**config.mk**
```make
export PLATFORM = sky130hd
export DESIGN_NAME = hk_top
export DESIGN_NICKNAME = d
export VERILOG_FILES = /design/src/hk_pkg.sv /design/src/hk_top.sv /design/src/spi_sysctrl_wb.sv /design/src/hk_reg_file.sv /design/src/hk_spi_cmd_fsm.sv /design/src/hk_spi_shifter.sv
export SDC_FILE = /design/constraint.sdc
export NUM_CORES = 1
export LEC_CHECK = 0
export BUFFER_PORTS_ARGS = -buffer_cell sky130_fd_sc_hd__buf_4
export CAP_MARGIN = 25
export CORE_AREA = 2 2 139 141
export DETAILED_ROUTE_END_ITERATION = 8
export DIE_AREA = 0 0 141 143
export RECOVER_POWER = 50
export SKIP_LAST_GASP = 1
export SLEW_MARGIN = 20
export SYNTH_ARGS = -nofsm -noshare
export SYNTH_HDL_FRONTEND = slang
export SYNTH_SLANG_ARGS = --single-unit
```
**constraint.sdc**
```tcl
create_clock -name clk -period 6.8 [get_ports clk]
set_clock_uncertainty 0.1 [all_clocks]
set_input_delay 1.02 -clock clk [delete_from_list [all_inputs] [get_ports clk]]
set_output_delay 1.02 -clock clk [all_outputs]
set_load 0.05 [all_outputs]
```
**src/hk_pkg.sv**
```systemverilog
`default_nettype none

package hk_pkg;

    // SPI command byte, anything else puts the FSM in ST_IGNORE
    typedef enum logic [7:0] {
        OP_WRITE = 8'h80,
        OP_READ  = 8'h40
    } hk_opcode_e;

    typedef enum logic [2:0] {
        ST_IDLE,
        ST_ADDR,
        ST_WRITE,
        ST_READ,
        ST_IGNORE
    } hk_state_e;

    typedef enum logic [7:0] {
        RA_CONFIG   = 8'h00,
        RA_MFGR_HI  = 8'h01,
        RA_MFGR_LO  = 8'h02,
        RA_PROD     = 8'h03,
        RA_MASK     = 8'h04,
        RA_ENA      = 8'h08,
        RA_PLL_DIV  = 8'h09,
        RA_TRIM3    = 8'h0A,
        RA_TRIM2    = 8'h0B,
        RA_TRIM1    = 8'h0C,
        RA_TRIM0    = 8'h0D,
        RA_PLL_CTRL = 8'h0E
    } hk_reg_addr_e;

    // the config field is named config_byte since config is a keyword
    typedef struct packed {
        logic [7:0]  config_byte;
        logic [4:0]  pll_div;
        logic [2:0]  pll_sel;
        logic        xtal_ena;
        logic        reg_ena;
        logic [25:0] pll_trim;
        logic        dco_ena;
        logic        pll_bypass;
    } hk_cfg_t;

    localparam hk_cfg_t HK_CFG_RESET = '{
        config_byte: 8'h00,
        pll_div:     5'd4,
        pll_sel:     3'd0,
        xtal_ena:    1'b1,
        reg_ena:     1'b1,
        pll_trim:    26'd0,
        dco_ena:     1'b0,
        pll_bypass:  1'b1
    };

endpackage

`default_nettype wire
```
**src/hk_top.sv**
```systemverilog
`timescale 1ns/1ns
`default_nettype none

module hk_top #(
    parameter logic [31:0] BASE_ADR = 32'h2E00_0000,
    parameter logic [11:0] MFGR_ID  = 12'h456,
    parameter logic [7:0]  PROD_ID  = 8'h11,
    parameter logic [3:0]  MASK_REV = 4'h3
) (
    input  wire             clk,
    input  wire             reset_i,
    input  wire             sck_i,
    input  wire             csb_i,
    input  wire             sdi_i,
    output logic            sdo_o,
    input  wire  [31:0]     wb_adr_i,
    input  wire  [31:0]     wb_dat_i,
    input  wire  [3:0]      wb_sel_i,
    input  wire             wb_cyc_i,
    input  wire             wb_stb_i,
    input  wire             wb_we_i,
    output logic [31:0]     wb_dat_o,
    output logic            wb_ack_o,
    output hk_pkg::hk_cfg_t cfg_o
);

    logic                 byte_valid;
    logic                 csb_rise;
    logic [7:0]           rx_byte;
    logic                 tx_load;
    logic [7:0]           tx_byte;
    hk_pkg::hk_reg_addr_e reg_addr;
    logic                 reg_wr;
    logic [7:0]           reg_wdata;
    logic [7:0]           reg_rdata;

    hk_spi_shifter i_shifter (
        .clk          (clk),
        .reset_i      (reset_i),
        .sck_i        (sck_i),
        .csb_i        (csb_i),
        .sdi_i        (sdi_i),
        .tx_load_i    (tx_load),
        .tx_byte_i    (tx_byte),
        .sdo_o        (sdo_o),
        .byte_valid_o (byte_valid),
        .rx_byte_o    (rx_byte),
        .csb_rise_o   (csb_rise)
    );

    hk_spi_cmd_fsm i_cmd_fsm (
        .clk          (clk),
        .reset_i      (reset_i),
        .byte_valid_i (byte_valid),
        .csb_rise_i   (csb_rise),
        .rx_byte_i    (rx_byte),
        .reg_rdata_i  (reg_rdata),
        .reg_addr_o   (reg_addr),
        .reg_wr_o     (reg_wr),
        .reg_wdata_o  (reg_wdata),
        .tx_load_o    (tx_load),
        .tx_byte_o    (tx_byte)
    );

    hk_reg_file #(
        .MFGR_ID  (MFGR_ID),
        .PROD_ID  (PROD_ID),
        .MASK_REV (MASK_REV)
    ) i_reg_file (
        .clk     (clk),
        .reset_i (reset_i),
        .wr_i    (reg_wr),
        .addr_i  (reg_addr),
        .wdata_i (reg_wdata),
        .rdata_o (reg_rdata),
        .cfg_o   (cfg_o)
    );

    spi_sysctrl_wb #(
        .BASE_ADR (BASE_ADR),
        .MFGR_ID  (MFGR_ID),
        .PROD_ID  (PROD_ID),
        .MASK_REV (MASK_REV)
    ) i_sysctrl_wb (
        .clk      (clk),
        .reset_i  (reset_i),
        .wb_adr_i (wb_adr_i),
        .wb_dat_i (wb_dat_i),
        .wb_sel_i (wb_sel_i),
        .wb_cyc_i (wb_cyc_i),
        .wb_stb_i (wb_stb_i),
        .wb_we_i  (wb_we_i),
        .wb_dat_o (wb_dat_o),
        .wb_ack_o (wb_ack_o),
        .cfg_i    (cfg_o)
    );

endmodule

`default_nettype wire

```
**src/spi_sysctrl_wb.sv**
```systemverilog
`timescale 1ns/1ns
`default_nettype none

module spi_sysctrl_wb #(
    parameter logic [31:0] BASE_ADR = 32'h2E00_0000,
    parameter logic [11:0] MFGR_ID  = 12'h456,
    parameter logic [7:0]  PROD_ID  = 8'h11,
    parameter logic [3:0]  MASK_REV = 4'h3
) (
    input  wire             clk,
    input  wire             reset_i,
    input  wire  [31:0]     wb_adr_i,
    input  wire  [31:0]     wb_dat_i,
    input  wire  [3:0]      wb_sel_i,
    input  wire             wb_cyc_i,
    input  wire             wb_stb_i,
    input  wire             wb_we_i,
    output logic [31:0]     wb_dat_o,
    output logic            wb_ack_o,
    input  wire hk_pkg::hk_cfg_t cfg_i
);

    localparam logic [7:0] OFS_CONFIG = 8'h00;
    localparam logic [7:0] OFS_ENA    = 8'h04;
    localparam logic [7:0] OFS_PLL    = 8'h08;
    localparam logic [7:0] OFS_MFGR   = 8'h0C;
    localparam logic [7:0] OFS_PROD   = 8'h10;
    localparam logic [7:0] OFS_MASK   = 8'h14;
    localparam logic [7:0] OFS_BYPASS = 8'h18;

    logic        hit;
    logic [31:0] rd_word;

    // the !wb_ack_o term forces one idle cycle after every ack
    assign hit = wb_cyc_i && wb_stb_i && !wb_ack_o &&
                 (wb_adr_i[31:8] == BASE_ADR[31:8]);

    always_comb begin
        rd_word = 32'd0;
        case (wb_adr_i[7:0])
            OFS_CONFIG: rd_word = {24'd0, cfg_i.config_byte};
            OFS_ENA: begin
                rd_word = {22'd0, cfg_i.pll_div, cfg_i.pll_sel,
                           cfg_i.xtal_ena, cfg_i.reg_ena};
            end
            OFS_PLL:    rd_word = {5'd0, cfg_i.pll_trim, cfg_i.dco_ena};
            OFS_MFGR:   rd_word = {20'd0, MFGR_ID};
            OFS_PROD:   rd_word = {24'd0, PROD_ID};
            OFS_MASK:   rd_word = {28'd0, MASK_REV};
            OFS_BYPASS: rd_word = {31'd0, cfg_i.pll_bypass};
            default:    rd_word = 32'd0;
        endcase
    end

    always_ff @(posedge clk) begin
        if (reset_i) begin
            wb_ack_o <= 1'b0;
        end else begin
            wb_ack_o <= hit;
        end
    end

    // writes get the same ack but wb_dat_i and wb_sel_i go nowhere
    always_ff @(posedge clk) begin
        if (hit) begin
            wb_dat_o <= wb_we_i ? 32'd0 : rd_word;
        end
    end

endmodule

`default_nettype wire

```
**src/hk_reg_file.sv**
```systemverilog
`timescale 1ns/1ns
`default_nettype none

module hk_reg_file #(
    parameter logic [11:0] MFGR_ID  = 12'h456,
    parameter logic [7:0]  PROD_ID  = 8'h11,
    parameter logic [3:0]  MASK_REV = 4'h3
) (
    input  wire             clk,
    input  wire             reset_i,
    input  wire             wr_i,
    input  wire  [7:0]      addr_i,
    input  wire  [7:0]      wdata_i,
    output logic [7:0]      rdata_o,
    output hk_pkg::hk_cfg_t cfg_o
);

    always_ff @(posedge clk) begin
        if (reset_i) begin
            cfg_o <= hk_pkg::HK_CFG_RESET;
        end else if (wr_i) begin
            case (addr_i)
                hk_pkg::RA_CONFIG: begin
                    cfg_o.config_byte <= wdata_i;
                end
                hk_pkg::RA_ENA: begin
                    cfg_o.reg_ena  <= wdata_i[0];
                    cfg_o.xtal_ena <= wdata_i[1];
                    cfg_o.pll_sel  <= wdata_i[4:2];
                end
                hk_pkg::RA_PLL_DIV: begin
                    cfg_o.pll_div <= wdata_i[4:0];
                end
                hk_pkg::RA_TRIM3: begin
                    cfg_o.pll_trim[25:24] <= wdata_i[1:0];
                end
                hk_pkg::RA_TRIM2: begin
                    cfg_o.pll_trim[23:16] <= wdata_i;
                end
                hk_pkg::RA_TRIM1: begin
                    cfg_o.pll_trim[15:8] <= wdata_i;
                end
                hk_pkg::RA_TRIM0: begin
                    cfg_o.pll_trim[7:0] <= wdata_i;
                end
                hk_pkg::RA_PLL_CTRL: begin
                    cfg_o.dco_ena    <= wdata_i[0];
                    cfg_o.pll_bypass <= wdata_i[1];
                end
                default: begin
                    cfg_o <= cfg_o;  // ID bytes and gaps are not writable
                end
            endcase
        end
    end

    always_comb begin
        rdata_o = 8'h00;
        case (addr_i)
            hk_pkg::RA_CONFIG:   rdata_o = cfg_o.config_byte;
            hk_pkg::RA_MFGR_HI:  rdata_o = {4'h0, MFGR_ID[11:8]};
            hk_pkg::RA_MFGR_LO:  rdata_o = MFGR_ID[7:0];
            hk_pkg::RA_PROD:     rdata_o = PROD_ID;
            hk_pkg::RA_MASK:     rdata_o = {4'h0, MASK_REV};
            hk_pkg::RA_ENA: begin
                rdata_o = {3'b000, cfg_o.pll_sel, cfg_o.xtal_ena, cfg_o.reg_ena};
            end
            hk_pkg::RA_PLL_DIV:  rdata_o = {3'b000, cfg_o.pll_div};
            hk_pkg::RA_TRIM3:    rdata_o = {6'd0, cfg_o.pll_trim[25:24]};
            hk_pkg::RA_TRIM2:    rdata_o = cfg_o.pll_trim[23:16];
            hk_pkg::RA_TRIM1:    rdata_o = cfg_o.pll_trim[15:8];
            hk_pkg::RA_TRIM0:    rdata_o = cfg_o.pll_trim[7:0];
            hk_pkg::RA_PLL_CTRL: rdata_o = {6'd0, cfg_o.pll_bypass, cfg_o.dco_ena};
            default:             rdata_o = 8'h00;
        endcase
    end

endmodule

`default_nettype wire

```
**src/hk_spi_cmd_fsm.sv**
```systemverilog
`timescale 1ns/1ns
`default_nettype none

module hk_spi_cmd_fsm (
    input  wire                  clk,
    input  wire                  reset_i,
    input  wire                  byte_valid_i,
    input  wire                  csb_rise_i,
    input  wire  [7:0]           rx_byte_i,
    input  wire  [7:0]           reg_rdata_i,
    output hk_pkg::hk_reg_addr_e reg_addr_o,
    output logic                 reg_wr_o,
    output logic [7:0]           reg_wdata_o,
    output logic                 tx_load_o,
    output logic [7:0]           tx_byte_o
);

    hk_pkg::hk_state_e    state_q;
    hk_pkg::hk_state_e    state_d;
    hk_pkg::hk_opcode_e   opcode_q;
    hk_pkg::hk_opcode_e   rx_op;
    hk_pkg::hk_reg_addr_e addr_q;
    hk_pkg::hk_reg_addr_e addr_inc;
    logic                 op_known;
    logic                 load_q;

    assign rx_op    = hk_pkg::hk_opcode_e'(rx_byte_i);
    assign addr_inc = hk_pkg::hk_reg_addr_e'(addr_q + 8'd1);

    always_comb begin
        case (rx_op)
            hk_pkg::OP_WRITE,
            hk_pkg::OP_READ: op_known = 1'b1;
            default:         op_known = 1'b0;
        endcase
    end

    always_comb begin
        state_d = state_q;
        if (csb_rise_i) begin
            state_d = hk_pkg::ST_IDLE;  // CSB high ends any transaction
        end else if (byte_valid_i) begin
            case (state_q)
                hk_pkg::ST_IDLE: begin
                    state_d = op_known ? hk_pkg::ST_ADDR : hk_pkg::ST_IGNORE;
                end
                hk_pkg::ST_ADDR: begin
                    if (opcode_q == hk_pkg::OP_WRITE) begin
                        state_d = hk_pkg::ST_WRITE;
                    end else begin
                        state_d = hk_pkg::ST_READ;
                    end
                end
                default: state_d = state_q;
            endcase
        end
    end

    always_ff @(posedge clk) begin
        if (reset_i) begin
            state_q  <= hk_pkg::ST_IDLE;
            opcode_q <= hk_pkg::OP_READ;
            addr_q   <= hk_pkg::RA_CONFIG;
            load_q   <= 1'b0;
        end else begin
            state_q <= state_d;
            load_q  <= 1'b0;
            if (byte_valid_i && !csb_rise_i) begin
                case (state_q)
                    hk_pkg::ST_IDLE: begin
                        opcode_q <= rx_op;
                    end
                    hk_pkg::ST_ADDR: begin
                        addr_q <= hk_pkg::hk_reg_addr_e'(rx_byte_i);
                        load_q <= (opcode_q == hk_pkg::OP_READ);  // first read byte
                    end
                    hk_pkg::ST_WRITE: begin
                        addr_q <= addr_inc;
                    end
                    hk_pkg::ST_READ: begin
                        addr_q <= addr_inc;
                        load_q <= 1'b1;
                    end
                    default: begin
                        addr_q <= addr_q;
                    end
                endcase
            end
        end
    end

    assign reg_addr_o  = addr_q;
    assign reg_wr_o    = byte_valid_i && (state_q == hk_pkg::ST_WRITE);
    assign reg_wdata_o = rx_byte_i;

    // load one clk after the byte so reg_rdata_i already reflects the new address
    assign tx_load_o = load_q;
    assign tx_byte_o = reg_rdata_i;

endmodule

`default_nettype wire

```
**src/hk_spi_shifter.sv**
```systemverilog
`timescale 1ns/1ns
`default_nettype none

module hk_spi_shifter (
    input  wire        clk,
    input  wire        reset_i,
    input  wire        sck_i,
    input  wire        csb_i,
    input  wire        sdi_i,
    input  wire        tx_load_i,
    input  wire  [7:0] tx_byte_i,
    output logic       sdo_o,
    output logic       byte_valid_o,
    output logic [7:0] rx_byte_o,
    output logic       csb_rise_o
);

    logic [1:0] sck_sync;
    logic [1:0] csb_sync;
    logic [1:0] sdi_sync;
    logic       sck_q;
    logic       csb_q;
    logic       sck_rise;
    logic       sck_fall;
    logic       csb_high;
    logic [2:0] bit_cnt;
    logic [7:0] tx_shift;

    always_ff @(posedge clk) begin
        if (reset_i) begin
            sck_sync <= 2'b00;
            csb_sync <= 2'b11;  // idle bus has CSB high
            sdi_sync <= 2'b00;
            sck_q    <= 1'b0;
            csb_q    <= 1'b1;
        end else begin
            sck_sync <= {sck_sync[0], sck_i};
            csb_sync <= {csb_sync[0], csb_i};
            sdi_sync <= {sdi_sync[0], sdi_i};
            sck_q    <= sck_sync[1];
            csb_q    <= csb_sync[1];
        end
    end

    assign sck_rise   = sck_sync[1] & ~sck_q;
    assign sck_fall   = ~sck_sync[1] & sck_q;
    assign csb_high   = csb_sync[1];
    assign csb_rise_o = csb_sync[1] & ~csb_q;

    always_ff @(posedge clk) begin
        if (reset_i || csb_high) begin
            bit_cnt      <= 3'd0;
            byte_valid_o <= 1'b0;
        end else begin
            byte_valid_o <= sck_rise && (bit_cnt == 3'd7);
            if (sck_rise) begin
                bit_cnt <= bit_cnt + 3'd1;
            end
        end
    end

    // holds the completed byte until the next rising SCK of the following byte
    always_ff @(posedge clk) begin
        if (sck_rise && !csb_high) begin
            rx_byte_o <= {rx_byte_o[6:0], sdi_sync[1]};
        end
    end

    // no shift on the fall that closes a byte, so a freshly loaded MSB stays on SDO
    always_ff @(posedge clk) begin
        if (reset_i || csb_high) begin
            tx_shift <= 8'h00;
        end else if (tx_load_i) begin
            tx_shift <= tx_byte_i;
        end else if (sck_fall && (bit_cnt != 3'd0)) begin
            tx_shift <= {tx_shift[6:0], 1'b0};
        end
    end

    assign sdo_o = tx_shift[7];

endmodule

`default_nettype wire

```
Word level (Yosys, flattened, before mapping) --
Cells that the tools add are included.
Operators by class: multiplexer cells 10, eq/ne operators 26, bitwise gates (word level) 7, add/subtract/negate cells 2, reductions and logical operators 34
Operators with widths (number):
- 27-bit case mux with 7 select lines | 1
- 8-bit case mux with 12 select lines | 1
- 8-bit by 4-bit equality test with 1-bit output (second input constant) | 9
- 24-bit by 22-bit equality test with 1-bit output (second input constant) | 1
- 8-bit by 5-bit equality test with 1-bit output (second input constant) | 3
- 2-bit AND reduction | 11
- 8-bit by 2-bit equality test with 1-bit output (second input constant) | 2
- 8-bit by 3-bit equality test with 1-bit output (second input constant) | 2
- 8-bit by 7-bit equality test with 1-bit output (second input constant) | 2
- 8-bit equality test (second input constant) | 2
- 8-bit logical NOT | 2
- 8-bit two-way mux | 2
- 8-bit case mux with 2 select lines | 1
- 8-bit by 1-bit adder with 8-bit output (second input constant) | 1
- 8-bit by 1-bit equality test with 1-bit output (second input constant) | 1
- 1-bit logical AND | 8
- 2-bit OR reduction | 4
- 3-bit by 2-bit equality test with 1-bit output (second input constant) | 2
- 3-bit case mux with 2 select lines | 1
- 2-bit nonzero test | 3
- 1-bit inverter | 4
- 3-bit by 1-bit adder with 3-bit output (second input constant) | 1
- 1-bit bitwise AND | 3
- 3-bit by 1-bit equality test with 1-bit output (second input constant) | 1
- 8 further kinds | 11
Word-level totals: logic and storage cells 105, register bits 127, output and inout port bits 80, input bits 76

Depth between registers and ports, before layout --
depth after elaboration 6, mapped depth 8, depth with buffers taken out 7

By module --
Synthesis repeated with hierarchy kept, for this count alone.
Unflattened totals: cells, all modules 578, area, all modules 5846.9 um2
By module, submodules not included:
- hk_reg_file | instances 1, area an instance 2215.9 um2, seq. area each 920.9 um2, cells an instance 235
- spi_sysctrl_wb | instances 1, area an instance 1427.6 um2, seq. area each 830.8 um2, cells an instance 117
- hk_spi_cmd_fsm | instances 1, area an instance 1157.4 um2, seq. area each 400.4 um2, cells an instance 133
- hk_spi_shifter | instances 1, area an instance 1046.0 um2, seq. area each 640.6 um2, cells an instance 93

Worst setup path before layout --
OpenSTA, ideal clock, no wires.
path type input to register, start point in wb_adr_i[17], end point reg i_sysctrl_wb.wb_dat_o[0] (enable), path buffers 0, data required time 6.219 ns, setup time 0.481 ns, cell stages on the path 3, arrival time 4.149 ns, path slack 2.069 ns, cells stage by stage nor4b_1 -> nand4_1 -> nor4_1
On the way: longest elaborated chain between the ends 2
Ends and longest elaborated chain:
- start: declaration | RTL line hk_top.sv:16 | input wire [31:0] wb_adr_i,
- 24-bit by 22-bit equality test with 1-bit output | RTL line spi_sysctrl_wb.sv:36 | (wb_adr_i[31:8] == BASE_ADR[31:8]);
- 1-bit logical AND | RTL line spi_sysctrl_wb.sv:35 | assign hit = wb_cyc_i && wb_stb_i && !wb_ack_o &&
- named net i_sysctrl_wb.hit | RTL line spi_sysctrl_wb.sv:31 | logic hit;
- end signal: assignment | RTL line spi_sysctrl_wb.sv:66 | wb_dat_o <= wb_we_i ? 32'd0 : rd_word;
- end: declaration | RTL line spi_sysctrl_wb.sv:18 | output logic [31:0] wb_dat_o,
The timed path passes the listed nets, and every way through them passes these cells. A chain may end at the register's enable or synchronous reset.

Worst setup path after layout --
start point in reset_i, end point reg i_shifter.byte_valid_o
On the way: longest elaborated chain between the ends 1
Ends and longest elaborated chain:
- start: declaration | RTL line hk_top.sv:11 | input wire reset_i,
- 1-bit logical OR | RTL line hk_spi_shifter.sv:51 | if (reset_i || csb_high) begin
- end signal: assignment | RTL line hk_spi_shifter.sv:55 | byte_valid_o <= sck_rise && (bit_cnt == 3'd7);
- end: declaration | RTL line hk_spi_shifter.sv:13 | output logic byte_valid_o,
Every way passes these cells.

==> impl_metrics.yaml <==
synthesis:
  synth-seq-cells: 122
  synthFlopType: "dfxtp_1"
  synth_edf_count: 35
  synth_cell_types: 56
  synthCells: 574
  ys_seq_area_frac: 0.506
  syn_area_per_cell_um2: 9.61
  yosys_warnings: 0
  synth_area_um2: 5520
  async_flop_share: 0
timing:
  tightest_slew_ns: 3.37
  rsz0062_at_grt: "false"
  worst_hold_slack_ns: 0.306
  setup_viol: 0
  fmax_mhz: 224
  slew_violations: 73
  slew-limit-headroom: -1.25
  finalCritPeriodShare: 0.657
  post-route-min-period_ns: 4.46
  hold_viol: 0
  finalSetupTns_ns: 0
clock_network:
  cts_max_path_buffers: 2
  post_cts_buffers: 0
  cts_tree: "done"
  cts_htree_levels: 4
  cts-hold-fix-buffers: 0
  ctsResizeCount: 0
  clk_pin_slew_ns: 0.05
  clock-root-buffer: "clkbuf_16"
  clock_latency_ns: 0.42
  numCtsBuffers: 17
  cts_sinks: 122
global_route:
  grt_pass1_vias: 4285
  grt_use_total: 0.152
  antenna_found_initial: 0
  grt_pass1_wl_um: 23600
  overflow: 0
  grt_max_degree: 73
setup_path:
  path_buf_inv: 1
  crit_required_ns: 7.00
  crit_path_end_kind: "register"
  slowest_delay_ns: 2.32
  worst_ep_arrival_time_ns: 4.67
  crit_slowest_cell: "clkbuf_1"
  crit_type: "input port to register"
  path_max_fanout: 72
  crit_path_start_kind: "input port"
  path_cells: "clkbuf_1, nor2_1, and3_1"
  critical_path.top_delay_family: "buffers and inverters"
routing:
  wl_per_cell_um: 16.8
  ant_nets: 0
  drt_iter0_drc: 355
  num_vias: 4627
  via_per_inst: 5.03
  drc: 0
  firstDrtPassIters: 7
  wl_um: 15400
hold_path:
  hp-class: "register to register"
floorplanning:
  dieArea_um2: 20200
  die_x_um: 141
  rows: 50
  start_util: 0.297
  die_y_um: 143
  coreArea_um2: 18600
  io_pins: 156
place:
  dp.cells: 887
  placed_area_um2: 6530
  io_buffers: 114
  dp_hpwl_um: 10500
  gp_congestion: 0.853
run:
  cap_viol_max_count: 1
final_layout:
  fin_nets: 755
  final_area_um2: 6920
  synthToLayoutAreaGrowth_pct: 25.4
  drive_above_1_share: 0.142
  stdcell_count: 919
  diodes: 0
pwr:
  ir_drop_v: 0.000160
  power_density_nw_per_um2: 252
  total_leakage_power_nw: 2.85
status:
  violations: "capacitance limit, slew limit"
  status: "finished with violations"
-- metrics by stage --
step           total power [W]  utilization  setup WS [ns]
5_1_grt                0.00180        0.373           1.96
2_1_floorplan         0.000790            -           2.07
3_5_place_dp          0.000811        0.352           3.70
3_3_place_gp          0.000810        0.352           3.74
4_1_cts                0.00176        0.385           4.00
6_report               0.00175        0.373           2.34
-- cells in the mapped netlist, drive strengths merged (6+ instances only) --
cell type	count	share of area
inv	14	0.0095
a22oi	10	0.014
nor2b	13	0.015
nor2	95	0.065
o22ai	6	0.0068
a21oi	22	0.020
nor4	9	0.016
nand2b	6	0.0068
ha	7	0.016
and2	16	0.018
edfxtp	35	0.19
nor3	9	0.0082
buf	12	0.012
nand2	31	0.021
dfxtp	87	0.32
o21ai	24	0.022
mux2i	57	0.10
nand3	20	0.018
clkbuf	30	0.020
-- state kept, by name, indices dropped and copies added, names as in the netlist, 2 cells and up --
register and count:
i_shifter.bit_cnt 3, i_shifter.sck_sync 2, i_shifter.rx_byte_o 8, i_shifter.tx_shift 8, i_cmd_fsm.opcode_q 8, i_shifter.sdi_sync 2, i_cmd_fsm.state_q 3, i_reg_file.cfg_o 46
i_cmd_fsm.reg_addr_o 8, i_sysctrl_wb.wb_dat_o 27, i_shifter.csb_sync 2
-- final cells by class --
type / instances / area, um^2
clock buffer: 18 / 429
clock inverter: 14 / 196
fill: 1955 / 11700
inverter: 14 / 52.6
multi-input combinational: 400 / 2520
sequential: 122 / 2790
tap: 234 / 293
timing repair buffer: 117 / 642
-- where the power goes --
| group | internal, W | switching (W) |
|---|---|---|
| Combinational | 0.0000199 | 0.0000258 |
| Sequential | 0.000746 | 0.00000233 |
| Clock | 0.000615 | 0.000336 |
-- cell families (layout without fill, tap and decap cells) --
group                      count (synthesis)  in the layout  synth area share
other                                      1              5          0.000680
adders and majority gates                  7              7            0.0159
DFF                                      122            122             0.506
buffers and inverters                     56            163            0.0417
AOI/OAI and AO/OA                        104            104             0.126
xor gates and xnor gates                   2              2           0.00318
and+or+nand+nor                          222            222             0.197
muxes                                     60             60             0.110
-- layer usage --
metal,up-vias,wire length (um),GRT usage,part of all wire
met3,23,803,0.0423,0.052
met4,0,288,0.0595,0.019
met2,142,7430,0.248,0.48
met1,2230,6880,0.192,0.45
li1,2232,-,-,-
met5,-,0,0,0
-- cells in the final DEF, fill, tap and decap left out, types with 3 or more instances in the layout --
| cell | n |
|---|---|
| a21oi_1 | 22 |
| a22oi_1 | 10 |
| bufinv_16 | 4 |
| ha_1 | 7 |
| nor4_1 | 6 |
| o21bai_1 | 5 |
| nand4_1 | 4 |
| and2_1 | 16 |
| mux2_2 | 3 |
| clkbuf_16 | 17 |
| nor2b_1 | 13 |
| buf_4 | 53 |
| edfxtp_1 | 35 |
| nand2b_1 | 6 |
| mux2i_1 | 57 |
| a31oi_1 | 5 |
| o21ai_0 | 23 |
| inv_1 | 14 |
| o22ai_1 | 6 |
| nor3_1 | 9 |
| a211o_1 | 5 |
| nand3_1 | 20 |
| nand3b_1 | 3 |
| nand2_1 | 31 |
| nor2_1 | 95 |
| clkbuf_1 | 64 |
| dfxtp_1 | 87 |
| or2_2 | 3 |
| a211oi_1 | 5 |
| a22o_1 | 4 |
| clkinv_4 | 4 |
| and3_1 | 5 |
| conb_1 | 5 |
-- worst reg2reg max path: stages (launching register included) --
cell	delay, ns
dfxtp_1	1.01
inv_1	0.39
nor3_1	0.45
nand3_1	0.40
mux2i_1	0.28
nor2_1	0.06
-- worst paths after layout --
check | startpoint | end | slack [ns] | depth (start not counted)
worst max-delay path | reset_i | i_shifter.byte_valid_o | 2.34 | 3
worst min register to register | i_shifter.sdi_sync[1] | i_shifter.rx_byte_o[0] | 0.31 | 0
worst min-delay path | i_shifter.sdi_sync[1] | i_shifter.rx_byte_o[0] | 0.31 | 0
worst max register to register | i_cmd_fsm.reg_addr_o[3] | i_reg_file.cfg_o[32] | 3.87 | 5
No activity file was read; power rests on OpenSTA's default activity.
